**src/common/rv32m_cfg.svh**
```systemverilog
// configuration macros for the rv32m multiply/divide unit
// include this before any module or package that needs widths, opcodes
// or the fixed step count; the guard makes repeated inclusion harmless

`ifndef RV32M_CFG_SVH
`define RV32M_CFG_SVH

// data word width
`define RV32M_XLEN 32

// major opcode of register-register operations (OP)
`define RV32M_OPCODE 7'b0110011

// funct7 value marking the M extension
`define RV32M_OPCODE_MINOR 7'b0000001

// iteration steps per operation, one result bit per step
`define RV32M_STEPS `RV32M_XLEN

// accepting edge to done pulse: load + steps + finish
`define RV32M_LATENCY (`RV32M_STEPS + 2)

`endif
```
**src/common/rv32m_pkg.sv**
```systemverilog
// shared types of the rv32m unit
// words, selectors, the instruction view, the decode record,
// the completion record and the control state encoding
// referenced everywhere as rv32m_pkg::name

`default_nettype none

`include "rv32m_cfg.svh"

package rv32m_pkg;

  // data words
  typedef logic [`RV32M_XLEN-1:0]   word_t;
  typedef logic [2*`RV32M_XLEN-1:0] dword_t;

  // instruction fields
  typedef logic [4:0] reg_sel_t;
  typedef logic [2:0] funct_t;
  typedef logic [6:0] opcode_t;

  // R-type layout, msb first
  typedef struct packed {
    opcode_t  opcode_minor;
    reg_sel_t rs2;
    reg_sel_t rs1;
    funct_t   funct;
    reg_sel_t rd;
    opcode_t  opcode_major;
  } rv32m_insn_t;

  // decode to execute record
  typedef struct packed {
    logic start;
    logic mul;
    logic div;
    logic rem;
    logic usign_usign;
    logic sign_sign;
    logic sign_usign;
    // mul only: low half of the product
    logic lower_word;
  } decode_execute_t;

  // register selects toward the host register file
  typedef struct packed {
    reg_sel_t rsel_s_0;
    reg_sel_t rsel_s_1;
    reg_sel_t rsel_d;
  } reg_sel_set_t;

  // completion record, valid with done
  typedef struct packed {
    reg_sel_t rd;
    word_t    value;
  } result_t;

  // control sequencing
  typedef enum logic [1:0] {
    idle,
    load,
    run,
    finish
  } ctrl_state_t;

endpackage

`default_nettype wire

```
**src/logic/rv32m_unit.sv**
```systemverilog
// top level of the rv32m unit
// host presents an instruction word with a valid level and the two
// source operands; claim and register selects come back at once,
// the result returns with a one-cycle done pulse
// a held request waits while busy is high

`default_nettype none

module rv32m_unit (
  input  logic                    CLK,
  input  logic                    rst_n,
  input  rv32m_pkg::word_t        insn,
  input  logic                    insn_valid,
  input  rv32m_pkg::word_t        rdata_s_0,
  input  rv32m_pkg::word_t        rdata_s_1,
  output logic                    insn_claim,
  output rv32m_pkg::reg_sel_set_t rsel,
  output logic                    busy,
  output logic                    done,
  output rv32m_pkg::result_t      result
);

  rv32m_pkg::decode_execute_t idex;
  rv32m_pkg::word_t           op_a;
  rv32m_pkg::word_t           op_b;
  rv32m_pkg::dword_t          product;
  rv32m_pkg::word_t           quotient;
  rv32m_pkg::word_t           remainder;
  logic                       signed_a;
  logic                       signed_b;
  logic                       mul_load;
  logic                       div_load;
  logic                       step;

  rv32m_decode u_decode (
    .insn       (insn),
    .idex       (idex),
    .insn_claim (insn_claim),
    .rsel       (rsel)
  );

  rv32m_control u_control (
    .CLK        (CLK),
    .rst_n      (rst_n),
    .insn_valid (insn_valid),
    .insn_claim (insn_claim),
    .idex       (idex),
    .rd         (rsel.rsel_d),
    .rdata_s_0  (rdata_s_0),
    .rdata_s_1  (rdata_s_1),
    .product    (product),
    .quotient   (quotient),
    .remainder  (remainder),
    .op_a       (op_a),
    .op_b       (op_b),
    .signed_a   (signed_a),
    .signed_b   (signed_b),
    .mul_load   (mul_load),
    .div_load   (div_load),
    .step       (step),
    .busy       (busy),
    .done       (done),
    .result     (result)
  );

  rv32m_multiplier u_multiplier (
    .CLK      (CLK),
    .rst_n    (rst_n),
    .load     (mul_load),
    .step     (step),
    .op_a     (op_a),
    .op_b     (op_b),
    .signed_a (signed_a),
    .signed_b (signed_b),
    .product  (product)
  );

  // divide ops are signed on both sides or on neither
  rv32m_divider u_divider (
    .CLK        (CLK),
    .rst_n      (rst_n),
    .load       (div_load),
    .step       (step),
    .op_a       (op_a),
    .op_b       (op_b),
    .signed_ops (signed_a),
    .quotient   (quotient),
    .remainder  (remainder)
  );

endmodule

`default_nettype wire

```
**src/rv32m_execute/rv32m_divider.sv**
```systemverilog
// iterative restoring divider for DIV, DIVU, REM and REMU
// works on operand magnitudes, one quotient bit per step,
// then applies the signs: quotient gets the xor of both signs,
// remainder gets the sign of the dividend
// divide by zero yields all ones and the dividend, as the ISA wants;
// signed overflow comes out as most negative with remainder zero

`default_nettype none

`include "rv32m_cfg.svh"

module rv32m_divider (
  input  logic             CLK,
  input  logic             rst_n,
  input  logic             load,
  input  logic             step,
  input  rv32m_pkg::word_t op_a,
  input  rv32m_pkg::word_t op_b,
  input  logic             signed_ops,
  output rv32m_pkg::word_t quotient,
  output rv32m_pkg::word_t remainder
);

  rv32m_pkg::word_t      divisor;
  rv32m_pkg::word_t      quo;
  rv32m_pkg::word_t      rem;
  rv32m_pkg::word_t      mag_a;
  rv32m_pkg::word_t      mag_b;
  logic [`RV32M_XLEN:0]  rem_shift;
  logic [`RV32M_XLEN:0]  trial;
  logic                  neg_a;
  logic                  neg_b;
  logic                  neg_quo;
  logic                  neg_rem;
  logic                  div_zero;

  assign neg_a = signed_ops && op_a[`RV32M_XLEN-1];
  assign neg_b = signed_ops && op_b[`RV32M_XLEN-1];
  assign mag_a = neg_a ? -op_a : op_a;
  assign mag_b = neg_b ? -op_b : op_b;

  // partial remainder shifted left with the next dividend bit
  assign rem_shift = {rem, quo[`RV32M_XLEN-1]};
  // 33-bit trial subtract, msb set means it went negative
  assign trial     = rem_shift - {1'b0, divisor};

  always_ff @(posedge CLK or negedge rst_n) begin
    if (!rst_n) begin
      divisor  <= '0;
      quo      <= '0;
      rem      <= '0;
      neg_quo  <= 1'b0;
      neg_rem  <= 1'b0;
      div_zero <= 1'b0;
    end else if (load) begin
      // dividend enters through the quotient register
      divisor  <= mag_b;
      quo      <= mag_a;
      rem      <= '0;
      neg_quo  <= neg_a ^ neg_b;
      neg_rem  <= neg_a;
      div_zero <= op_b == '0;
    end else if (step) begin
      if (!trial[`RV32M_XLEN]) begin
        // fits, keep the difference
        rem <= trial[`RV32M_XLEN-1:0];
        quo <= {quo[`RV32M_XLEN-2:0], 1'b1};
      end else begin
        // restore
        rem <= rem_shift[`RV32M_XLEN-1:0];
        quo <= {quo[`RV32M_XLEN-2:0], 1'b0};
      end
    end
  end

  // zero divisor leaves quo all ones; must not be negated
  assign quotient  = (neg_quo && !div_zero) ? -quo : quo;
  // zero divisor leaves |dividend| here, sign fix restores the dividend
  assign remainder = neg_rem ? -rem : rem;

endmodule

`default_nettype wire

```
**src/rv32m_execute/rv32m_multiplier.sv**
```systemverilog
// iterative shift-add multiplier, 32x32 to 64 bits
// load captures operand magnitudes and the product sign, each step
// adds the shifted multiplicand for one multiplier bit
// product holds once stepping stops

`default_nettype none

`include "rv32m_cfg.svh"

module rv32m_multiplier (
  input  logic              CLK,
  input  logic              rst_n,
  input  logic              load,
  input  logic              step,
  input  rv32m_pkg::word_t  op_a,
  input  rv32m_pkg::word_t  op_b,
  input  logic              signed_a,
  input  logic              signed_b,
  output rv32m_pkg::dword_t product
);

  rv32m_pkg::dword_t mcand;
  rv32m_pkg::dword_t acc;
  rv32m_pkg::word_t  mplier;
  rv32m_pkg::word_t  mag_a;
  rv32m_pkg::word_t  mag_b;
  logic              neg_a;
  logic              neg_b;
  logic              negate;

  // operand sign only counts for a signed operand
  assign neg_a = signed_a && op_a[`RV32M_XLEN-1];
  assign neg_b = signed_b && op_b[`RV32M_XLEN-1];

  // magnitudes, most negative maps to 2^31 which still fits unsigned
  assign mag_a = neg_a ? -op_a : op_a;
  assign mag_b = neg_b ? -op_b : op_b;

  always_ff @(posedge CLK or negedge rst_n) begin
    if (!rst_n) begin
      mcand  <= '0;
      mplier <= '0;
      acc    <= '0;
      negate <= 1'b0;
    end else if (load) begin
      // multiplicand widened to 64 bits for the left shifts
      mcand  <= {{`RV32M_XLEN{1'b0}}, mag_a};
      mplier <= mag_b;
      acc    <= '0;
      negate <= neg_a ^ neg_b;
    end else if (step) begin
      // lsb of multiplier decides the add
      if (mplier[0]) begin
        acc <= acc + mcand;
      end
      mcand  <= mcand << 1;
      mplier <= mplier >> 1;
    end
  end

  // apply sign to the unsigned accumulation
  assign product = negate ? -acc : acc;

  // control only pulses load outside run
  a_load_step_excl: assert property (@(posedge CLK) disable iff (!rst_n)
    !(load && step));

endmodule

`default_nettype wire

```
**src/logic/rv32m_control.sv**
```systemverilog
// sequencer of the rv32m unit
// accepts a claimed request while idle, latches operands and the
// decode record, pulses load to one execute unit, steps both for
// the fixed count, then picks and registers the result with done
// done rises RV32M_LATENCY cycles after the accepting edge

`default_nettype none

`include "rv32m_cfg.svh"

module rv32m_control (
  input  logic                       CLK,
  input  logic                       rst_n,
  input  logic                       insn_valid,
  input  logic                       insn_claim,
  input  rv32m_pkg::decode_execute_t idex,
  input  rv32m_pkg::reg_sel_t        rd,
  input  rv32m_pkg::word_t           rdata_s_0,
  input  rv32m_pkg::word_t           rdata_s_1,
  input  rv32m_pkg::dword_t          product,
  input  rv32m_pkg::word_t           quotient,
  input  rv32m_pkg::word_t           remainder,
  output rv32m_pkg::word_t           op_a,
  output rv32m_pkg::word_t           op_b,
  output logic                       signed_a,
  output logic                       signed_b,
  output logic                       mul_load,
  output logic                       div_load,
  output logic                       step,
  output logic                       busy,
  output logic                       done,
  output rv32m_pkg::result_t         result
);

  localparam int CNT_W = $clog2(`RV32M_STEPS);

  rv32m_pkg::ctrl_state_t     state;
  rv32m_pkg::ctrl_state_t     state_next;
  logic [CNT_W-1:0]           step_cnt;
  logic                       last_step;
  logic                       accept;
  rv32m_pkg::decode_execute_t op_rec;
  rv32m_pkg::reg_sel_t        op_rd;
  rv32m_pkg::word_t           value_sel;

  // only an idle unit takes a request
  assign accept    = insn_valid && insn_claim && (state == rv32m_pkg::idle);
  assign last_step = step_cnt == CNT_W'(`RV32M_STEPS - 1);

  always_comb begin
    state_next = state;
    case (state)
      rv32m_pkg::idle:   if (accept) state_next = rv32m_pkg::load;
      rv32m_pkg::load:   state_next = rv32m_pkg::run;
      // one step per cycle, leave after the last
      rv32m_pkg::run:    if (last_step) state_next = rv32m_pkg::finish;
      rv32m_pkg::finish: state_next = rv32m_pkg::idle;
      default:           state_next = rv32m_pkg::idle;
    endcase
  end

  always_ff @(posedge CLK or negedge rst_n) begin
    if (!rst_n) begin
      state    <= rv32m_pkg::idle;
      step_cnt <= '0;
      done     <= 1'b0;
    end else begin
      state <= state_next;
      // counter restarts in load, advances in run
      if (state == rv32m_pkg::load) begin
        step_cnt <= '0;
      end else if (state == rv32m_pkg::run) begin
        step_cnt <= step_cnt + 1'b1;
      end
      done <= state == rv32m_pkg::finish;
    end
  end

  // operands and record captured at the accepting edge
  always_ff @(posedge CLK) begin
    if (accept) begin
      op_a   <= rdata_s_0;
      op_b   <= rdata_s_1;
      op_rec <= idex;
      op_rd  <= rd;
    end
  end

  // dividend side is signed unless both are unsigned
  assign signed_a = ~op_rec.usign_usign;
  assign signed_b = op_rec.sign_sign;

  // load goes only to the unit that owns the operation
  assign mul_load = (state == rv32m_pkg::load) && op_rec.mul;
  assign div_load = (state == rv32m_pkg::load) && !op_rec.mul;
  assign step     = state == rv32m_pkg::run;
  // drops together with the rise of done
  assign busy     = state != rv32m_pkg::idle;

  // result pick
  always_comb begin
    if (op_rec.mul) begin
      value_sel = op_rec.lower_word ? product[`RV32M_XLEN-1:0]
                                    : product[2*`RV32M_XLEN-1:`RV32M_XLEN];
    end else if (op_rec.div) begin
      value_sel = quotient;
    end else begin
      value_sel = remainder;
    end
  end

  always_ff @(posedge CLK) begin
    if (state == rv32m_pkg::finish) begin
      result.rd    <= op_rd;
      result.value <= value_sel;
    end
  end

  // latched record behind a load names one class and one signedness pair
  a_rec_wellformed: assert property (@(posedge CLK) disable iff (!rst_n)
    (state == rv32m_pkg::load) |->
      op_rec.start && $onehot({op_rec.mul, op_rec.div, op_rec.rem}) &&
      $onehot({op_rec.usign_usign, op_rec.sign_sign, op_rec.sign_usign}));

  // completion is a single-cycle pulse
  a_done_pulse: assert property (@(posedge CLK) disable iff (!rst_n)
    done |=> !done);

endmodule

`default_nettype wire

```
**src/logic/rv32m_decode.sv**
```systemverilog
// combinational decoder for the RV32M instructions
// claims a word when major opcode and funct7 match, hands out the
// register selects and turns funct into the operation class,
// the operand signedness pair and the low/high product choice

`default_nettype none

`include "rv32m_cfg.svh"

module rv32m_decode #(
  parameter rv32m_pkg::opcode_t OPCODE = `RV32M_OPCODE
) (
  input  rv32m_pkg::word_t          insn,
  output rv32m_pkg::decode_execute_t idex,
  output logic                      insn_claim,
  output rv32m_pkg::reg_sel_set_t   rsel
);

  rv32m_pkg::rv32m_insn_t fields;

  // reinterpret the raw word
  assign fields = rv32m_pkg::rv32m_insn_t'(insn);

  // both opcode fields must match
  assign insn_claim = (fields.opcode_major == OPCODE) &&
                      (fields.opcode_minor == `RV32M_OPCODE_MINOR);

  // selects follow the fields even for unclaimed words
  assign rsel.rsel_s_0 = fields.rs1;
  assign rsel.rsel_s_1 = fields.rs2;
  assign rsel.rsel_d   = fields.rd;

  assign idex.start = insn_claim;

  // funct[2] clear is a multiply, then funct[1] splits div from rem
  assign idex.mul = ~fields.funct[2];
  assign idex.div = fields.funct[2:1] == 2'b10;
  assign idex.rem = fields.funct[2:1] == 2'b11;

  // MULHU, DIVU, REMU
  assign idex.usign_usign = (fields.funct == 3'b011) || (fields.funct == 3'b101) ||
                            (fields.funct == 3'b111);
  // MUL, MULH, DIV, REM
  assign idex.sign_sign   = (fields.funct == 3'b000) || (fields.funct == 3'b001) ||
                            (fields.funct == 3'b100) || (fields.funct == 3'b110);
  // MULHSU only
  assign idex.sign_usign  = fields.funct == 3'b010;

  // only meaningful with mul set
  assign idex.lower_word = ~(|fields.funct[1:0]);

endmodule

`default_nettype wire

```
**config.mk**
```make
export PLATFORM = sky130hd
export DESIGN_NAME = rv32m_unit
export DESIGN_NICKNAME = d
export VERILOG_FILES = /design/src/common/rv32m_pkg.sv /design/src/logic/rv32m_unit.sv /design/src/rv32m_execute/rv32m_divider.sv /design/src/rv32m_execute/rv32m_multiplier.sv /design/src/logic/rv32m_control.sv /design/src/logic/rv32m_decode.sv
export VERILOG_INCLUDE_DIRS = /design/src /design/src/common
export SDC_FILE = /design/constraint.sdc
export NUM_CORES = 1
export LEC_CHECK = 0
export BUFFER_PORTS_ARGS = -buffer_cell sky130_fd_sc_hd__buf_2
export CAP_MARGIN = 20
export CORE_UTILIZATION = 55
export CTS_BUF_LIST = sky130_fd_sc_hd__clkbuf_4 sky130_fd_sc_hd__clkbuf_8
export CTS_CLUSTER_DIAMETER = 100
export DETAILED_ROUTE_END_ITERATION = 7
export HOLD_SLACK_MARGIN = 0.08
export PLACE_DENSITY = 0.73
export REMOVE_ABC_BUFFERS = 1
export SYNTH_ARGS = -nofsm -noshare
export SYNTH_HDL_FRONTEND = slang
export SYNTH_SLANG_ARGS = --single-unit
```
**constraint.sdc**
```tcl
create_clock -name CLK -period 6.7 [get_ports CLK]
set_clock_uncertainty 0.1 [all_clocks]
set_input_delay 1.34 -clock CLK [delete_from_list [all_inputs] [get_ports CLK]]
set_output_delay 1.34 -clock CLK [all_outputs]
set_load 0.02 [all_outputs]
```
==> impl_results.md, run 1 <==
* Routed vias at 21500
* RSZ-0062 raised after global routing: no
* Post-DRT Antenna Nets at 0
* H-tree depth at 3
* Initial antenna violation count at 0
* Yosys top cell by area: dfrtp_1
* Final Hold Vio Count at 0
* Num rows at 78
* VDD IR max at 0.318 mV
* Synth-to-Final Area Change at 9.55%
* Root Driver: clkbuf_8
* CTS sink count at 379
* Pwr per Cell Area at 492 nW/um^2
* Clk_lat worst skew at 0.66 ns
* Mapped Cells at 2868
* Maximum capacitance violations at 0
* Fin worst setup slack at 2.26 ns
* CORE AREA at 45400 um^2
* #FFs+latches synth at 379
* # diodes at 0
* Crit Path Category: flop to flop
* Most frequent CP cell: a21oi_1
* Crit path DAT at 4.91 ns
* FMAX at 225 MHz
* Final Cycle Share at 0.662
* Final Cell Area at 27800 um^2
* Most used DFF post-synth: dfrtp_1
* Wire per inst at 18.9 um
* Ports at 154
* Pins Over Slew Limit at 0
* Total GRT Usage at 0.289
* Post-Place Setup Slack at 2.31 ns
* First-pass GRT wire length at 109 mm
* YS warnings at 0
* Synth unique cells at 77
* Slowest cell on the critical path: o31ai_1
* CTS buffer count at 69
* DRT Wirelength at 67.3 mm
* Area contributors post-synth: dfrtp_1 (26%), edfxtp_1 (13%), a21oi_1 (5.5%)
* RD Place Congestion at 0.964
* Initial drt markers at 1826
* Inst Count DP at 3441
* Crit path time final at 4.44 ns
* CTS tree: built
* Hold Crit Class: flop to flop
* Post_cts resized at 0
* Critical path, cell by cell: inv_1 -> ha_1 -> fa_1 -> nand2b_1 -> a21o_1 -> a211o_1 -> nand3b_1 -> a221o_1 -> a21oi_1 -> o31ai_1 -> xor2_4 -> buf_4 -> mux2_2 -> a21oi_1
* Max-slew headroom at 0.154
* Post-synth EDFFs at 111
* Non-filler cells, final at 3568
* Full die area at 47000 um^2
* Seq/Total Area, Yosys at 0.396
* Largest net degree at the start of global routing at 229
* Mapped cell area at 25400 um^2
* Max Fanout on Critical Path at 34
* Post-CTS Setup Bufs at 0
* Vias in the first global route at 20600
* Top cell type's share of synthesized area at 0.264
* Number of fill cells at 3956
* Type of origin of the critical path: flop
* Clk slew on worst S/H paths at 0.06 ns
* TNS Setup at 0 ns
* TritonRoute pass-1 iters at 5
* Status: finished, final reports clean
* Layout Nets at 3121
* Chip Height at 217 um
* Buffers on Ports at 133
* Post-DP HPWL at 48.4 mm
* Final setup violation count at 0
* Starting Density at 0.559
* Synth top cells by count: nand2_1 (349), a21oi_1 (278), dfrtp_1 (268), o21ai_0 (260), nor2_1 (201)
* P_leak at 11.7 nW
* GRT Residual Overflow at 0
* Chip width at 217 um
* Crit path largest cell delay at 0.59 ns
* Most numerous cell in the Yosys netlist: nand2_1
* Syn avg cell area at 8.84 um^2
* Clock buffer depth at 3
* Placed Area at 26300 um^2
* Req. time, crit path at 7.17 ns
* Detailed-route DRC error count at 0
* Crit path capture type: flop
* Synth async-reset ratio at 0.707
* CTS Hold Bufs at 0
* Worst-Margin Slew at 1.27 ns
* Vias/cell at 6.02
* Layout cells sized above 1 at 0.104
==> final cells by class <==
cell class                      instances  area [um^2]  area share
Clock buffer                           99         1240      0.0445
Timing Repair Buffer                  152          868      0.0313
Tap cell                              600          751      0.0270
Multi-Input combinational cell       2242        14400       0.518
Inverter                               70          263     0.00946
Sequential cell                       379        10000       0.361
Clock inverter                         26          235     0.00847
==> critical path: cells and delay by family (launching register included) <==
family,cells,cell delay [ns]
AOI/OAI and AO/OA,6,1.71
DFF,1,0.39
xor gates and xnor gates,1,0.26
buffers and inverters,2,0.54
adders and majority gates,2,0.62
and+or+nand+nor,2,0.30
muxes,1,0.39
==> sequential cells by signal, indices dropped and copies added (netlist names), 4 cells and up <==
name and cells:
u_multiplier.acc 64, u_multiplier.mcand 64, u_control.result 37, u_control.op_a 32
u_control.op_b 32, u_divider.divisor 32, u_divider.quo 32, u_divider.rem 32
u_multiplier.mplier 32, u_control.op_rd 5, u_control.step_cnt 5, u_control.op_rec 4
==> through the flow <==
step	util	total power (W)	hold slack, ns
2_1_floorplan	-	0.00950	0.300
3_3_place_gp	0.579	0.0110	0.301
3_5_place_dp	0.579	0.0112	0.306
4_1_cts	0.611	0.0136	0.319
5_1_grt	0.612	0.0147	0.332
6_report	0.612	0.0137	0.318
==> power breakdown <==
part / internal (W) / leakage, nW / total [W] / switching, W
Clock: 0.00135 / 0.788 / 0.00235 / 0.00100
Sequential: 0.00315 / 4.42 / 0.00400 / 0.000850
Combinational: 0.00298 / 6.50 / 0.00730 / 0.00432
==> per-layer routing <==
metal | track usage | vias to the layer above | part of all wire
met4 | 0.116 | 0 | 0.039
met2 | 0.467 | 714 | 0.46
met5 | 0 | - | 0
li1 | - | 10400 | -
met3 | 0.0467 | 155 | 0.054
met1 | 0.388 | 10200 | 0.45
==> final timing paths <==
path	start	to	slack (ns)	depth (start not counted)
worst max-delay path	u_divider.quo[31]$_DFFE_PN0P_	u_divider.rem[1]$_DFFE_PN0P_	2.26	14
worst min-delay path	u_control.op_rd[4]$_DFFE_PP_	u_control.result[36]$_DFFE_PP_	0.32	0
worst max register to register	u_divider.quo[31]$_DFFE_PN0P_	u_divider.rem[1]$_DFFE_PN0P_	2.26	14
worst min register to register	u_control.op_rd[4]$_DFFE_PP_	u_control.result[36]$_DFFE_PP_	0.32	0
max in group asynchronous	rst_n	u_multiplier.acc[40]$_DFFE_PN0P_	4.29	2
min in group asynchronous	rst_n	u_multiplier.acc[8]$_DFFE_PN0P_	0.61	1
==> cell usage in the layout, fill, tap and decap left out, types with 44 or more instances in the layout <==
cell | Yosys | layout
mux2i_1 | 95 | 95
xnor2_1 | 143 | 143
nor2_1 | 201 | 200
buf_2 | 5 | 132
a211oi_1 | 83 | 83
clkbuf_8 | 0 | 79
o31ai_1 | 44 | 44
a21o_1 | 48 | 48
inv_1 | 70 | 70
dfrtp_1 | 268 | 267
a21oi_1 | 278 | 278
ha_1 | 106 | 104
edfxtp_1 | 111 | 111
xor2_1 | 153 | 152
nand2_1 | 349 | 349
o21ai_0 | 260 | 260
nor2b_1 | 78 | 77
==> cell families after synthesis <==
family,Yosys count,share of synthesized area
flops,379,0.396
compound gates,863,0.205
buf+inv,247,0.0390
fa+ha+maj,108,0.0539
simple gates,877,0.165
xor+xnor,296,0.102
mux,98,0.0388
(Power assumes the default switching activity.)
==> inputs of run 2 (changes only) <==
- clock period: 6.7 -> 4.58 ns (I/O delays scaled with it)
==> run 2 against run 1 <==
Clock power is 37% higher; largest cell class unchanged; cell area is 0.18% higher; routed wire length is 2.1% higher; register-to-register slack worse by 1.8 ns.
==> impl_results.md, run 2 (synthesis gave the netlist of run 1 again) <==
* Commonest non-fill, non-tap cell in the layout: nand2_1
* Wire per inst at 19.2 um (+1.7%)
* Slowest cell on the critical path: xor2_4
* Chip Height at 217 um (unchanged)
* Clock buffer depth at 3 (unchanged)
* Crit path time final at 4.08 ns (-0.358 ns)
* Routed vias at 21600 (+0.37%)
* Pwr per Cell Area at 717 nW/um^2 (+46%)
* Layout Nets at 3135 (+0.45%)
* FMAX at 245 MHz (+8.8%)
* Worst-Margin Slew at 1.12 ns (-0.151 ns)
* Ports at 154 (unchanged)
* Post-Place Setup Slack at 0.487 ns (-1.83 ns)
* DRT Wirelength at 68.7 mm (+2.1%)
* H-tree depth at 3 (unchanged)
* Max-slew headroom at 0.252 (+0.0979)
* Vias/cell at 6.02 (about the same)
* CTS Hold Bufs at 0 (unchanged)
* CTS tree: built
* Largest net degree at the start of global routing at 229 (unchanged)
* Starting Density at 0.559 (unchanged)
* VDD IR max at 0.553 mV (+74%)
* First-pass GRT wire length at 109 mm (+0.64%)
* Critical path, cell by cell: inv_1 -> ha_1 -> fa_1 -> nand2b_1 -> a21o_1 -> a211o_1 -> nand3b_1 -> a221o_1 -> a21oi_1 -> o31ai_1 -> buf_4 -> xor2_4 -> buf_4 -> mux2i_1 -> a21oi_1
* Clk_lat worst skew at 0.65 ns (about the same)
* Crit Path Category: flop to flop
* RSZ-0062 raised after global routing: no
* Final Cycle Share at 0.891 (+0.228)
* Root Driver: clkbuf_8
* CORE AREA at 45400 um^2 (unchanged)
* Status: finished, final reports clean
* Synth-to-Final Area Change at 9.74%
* Num rows at 78 (unchanged)
* Fin worst setup slack at 0.501 ns (-1.76 ns)
* RD Place Congestion at 0.955 (-0.88%)
* CTS sink count at 379 (unchanged)
* Final Hold Vio Count at 0 (unchanged)
* CTS buffer count at 69 (unchanged)
* Type of origin of the critical path: flop
* Layout cells sized above 1 at 0.107 (+0.00324)
* TritonRoute pass-1 iters at 5 (unchanged)
* Largest registers: u_multiplier.acc x64, u_multiplier.mcand x64, u_control.result x37
* Chip width at 217 um (unchanged)
* Hold Crit Class: input pin to asynchronous set/reset pin
* Number of fill cells at 3933 (-0.58%)
* Crit path DAT at 4.45 ns (-0.46 ns)
* Buffers on Ports at 133 (unchanged)
* Clk slew on worst S/H paths at 0.06 ns (about the same)
* Post-DP HPWL at 50.0 mm (+3.2%)
* Full die area at 47000 um^2 (unchanged)
* Detailed-route DRC error count at 0 (unchanged)
* Req. time, crit path at 4.95 ns (-2.22 ns)
* Post_cts resized at 0 (unchanged)
* GRT Residual Overflow at 0 (unchanged)
* P_leak at 11.7 nW (+0.29%)
* Initial antenna violation count at 1 (+1)
* Max Fanout on Critical Path at 20 (-41%)
* Finished Core Util at 0.613 (+0.00108)
* Crit path capture type: flop
* Post-CTS Setup Bufs at 0 (unchanged)
* Total GRT Usage at 0.294 (+0.00455)
* Most frequent cells in the layout: nand2_1 (349), a21oi_1 (278), dfrtp_1 (267)
* Maximum capacitance violations at 0 (unchanged)
* Post-DRT Antenna Nets at 0 (unchanged)
* Final setup violation count at 0 (unchanged)
* Crit path largest cell delay at 0.60 ns (about the same)
* Pins Over Slew Limit at 0 (unchanged)
* Initial drt markers at 1796 (-1.6%)
* Vias in the first global route at 20700 (+0.40%)
## run 2: cell types whose count changed in the layout (fill, tap and decap cells not counted), sizes merged
| cell | change |
|---|---|
| bufinv | -4 |
| buf | +14 |
| diode | +1 |
| clkbuf | +3 |
## run 2: area by class of cell
cell class,count,area [um^2],area share
inverter,70,263,0.00944
sequential,379,10000,0.361
multi-input combinational,2242,14400,0.517
tap,600,751,0.0270
clock inverter,22,110,0.00396
antenna,1,2.50,0.0000899
clock buffer,102,1270,0.0455
timing repair buffer,166,1010,0.0363
## run 2: through the flow
step / instances / setup TNS [ns] / total power [W] / hold slack [ns] / area (um^2)
2_1_floorplan: 2691 / -685.68 / 0.0137 / 0.300 / 24600
3_3_place_gp: 3456 / 0 / 0.0163 / 0.301 / 26400
3_5_place_dp: 3456 / 0 / 0.0166 / 0.309 / 26400
4_1_cts: 3580 / 0 / 0.0199 / 0.218 / 27800
5_1_grt: 3582 / 0 / 0.0215 / 0.256 / 27800
6_report: 3582 / 0 / 0.0200 / 0.235 / 27800
## run 2: critical path: cells and delay by family (launching register included)
| kind | cells | cell delay [ns] |
|---|---|---|
| adder cells (fa/ha/maj) | 2 | 0.62 |
| multiplexers | 1 | 0.21 |
| flip-flops | 1 | 0.38 |
| XOR/XNOR | 1 | 0.60 |
| AO/OA/AOI/OAI | 6 | 1.20 |
| buffers and inverters | 3 | 0.51 |
| AND/OR/NAND/NOR | 2 | 0.28 |
## run 2: path summary, 6_finish.rpt
check,startpoint,end,slack [ns],cells past startpoint
setup / recovery,u_divider.quo[31]$_DFFE_PN0P_,u_divider.rem[23]$_DFFE_PN0P_,0.50,15
hold / removal,rst_n,u_divider.quo[1]$_DFFE_PN0P_,0.23,1
setup reg to reg,u_divider.quo[31]$_DFFE_PN0P_,u_divider.rem[23]$_DFFE_PN0P_,0.50,15
hold reg to reg,u_control.op_rd[2]$_DFFE_PP_,u_control.result[34]$_DFFE_PP_,0.32,0
max in group asynchronous,rst_n,u_multiplier.mcand[33]$_DFFE_PN0P_,3.01,2
min in group CLK,u_control.op_rd[2]$_DFFE_PP_,u_control.result[34]$_DFFE_PP_,0.32,0
## run 2: power by group
group	internal, W	leakage (nW)	switching (W)	total (W)
logic	0.00448	6.58	0.00636	0.0108
clock network	0.00177	0.741	0.00145	0.00322
registers	0.00461	4.42	0.00129	0.00590
total	0.0109	11.7	0.00910	0.0200
## run 2: layer usage
metal	track usage	wire, um	up-vias
met2	0.471	31800	676
met5	0	0	-
li1	-	-	10400
met4	0.119	2410	0
met3	0.0521	3960	154
met1	0.394	30500	10300
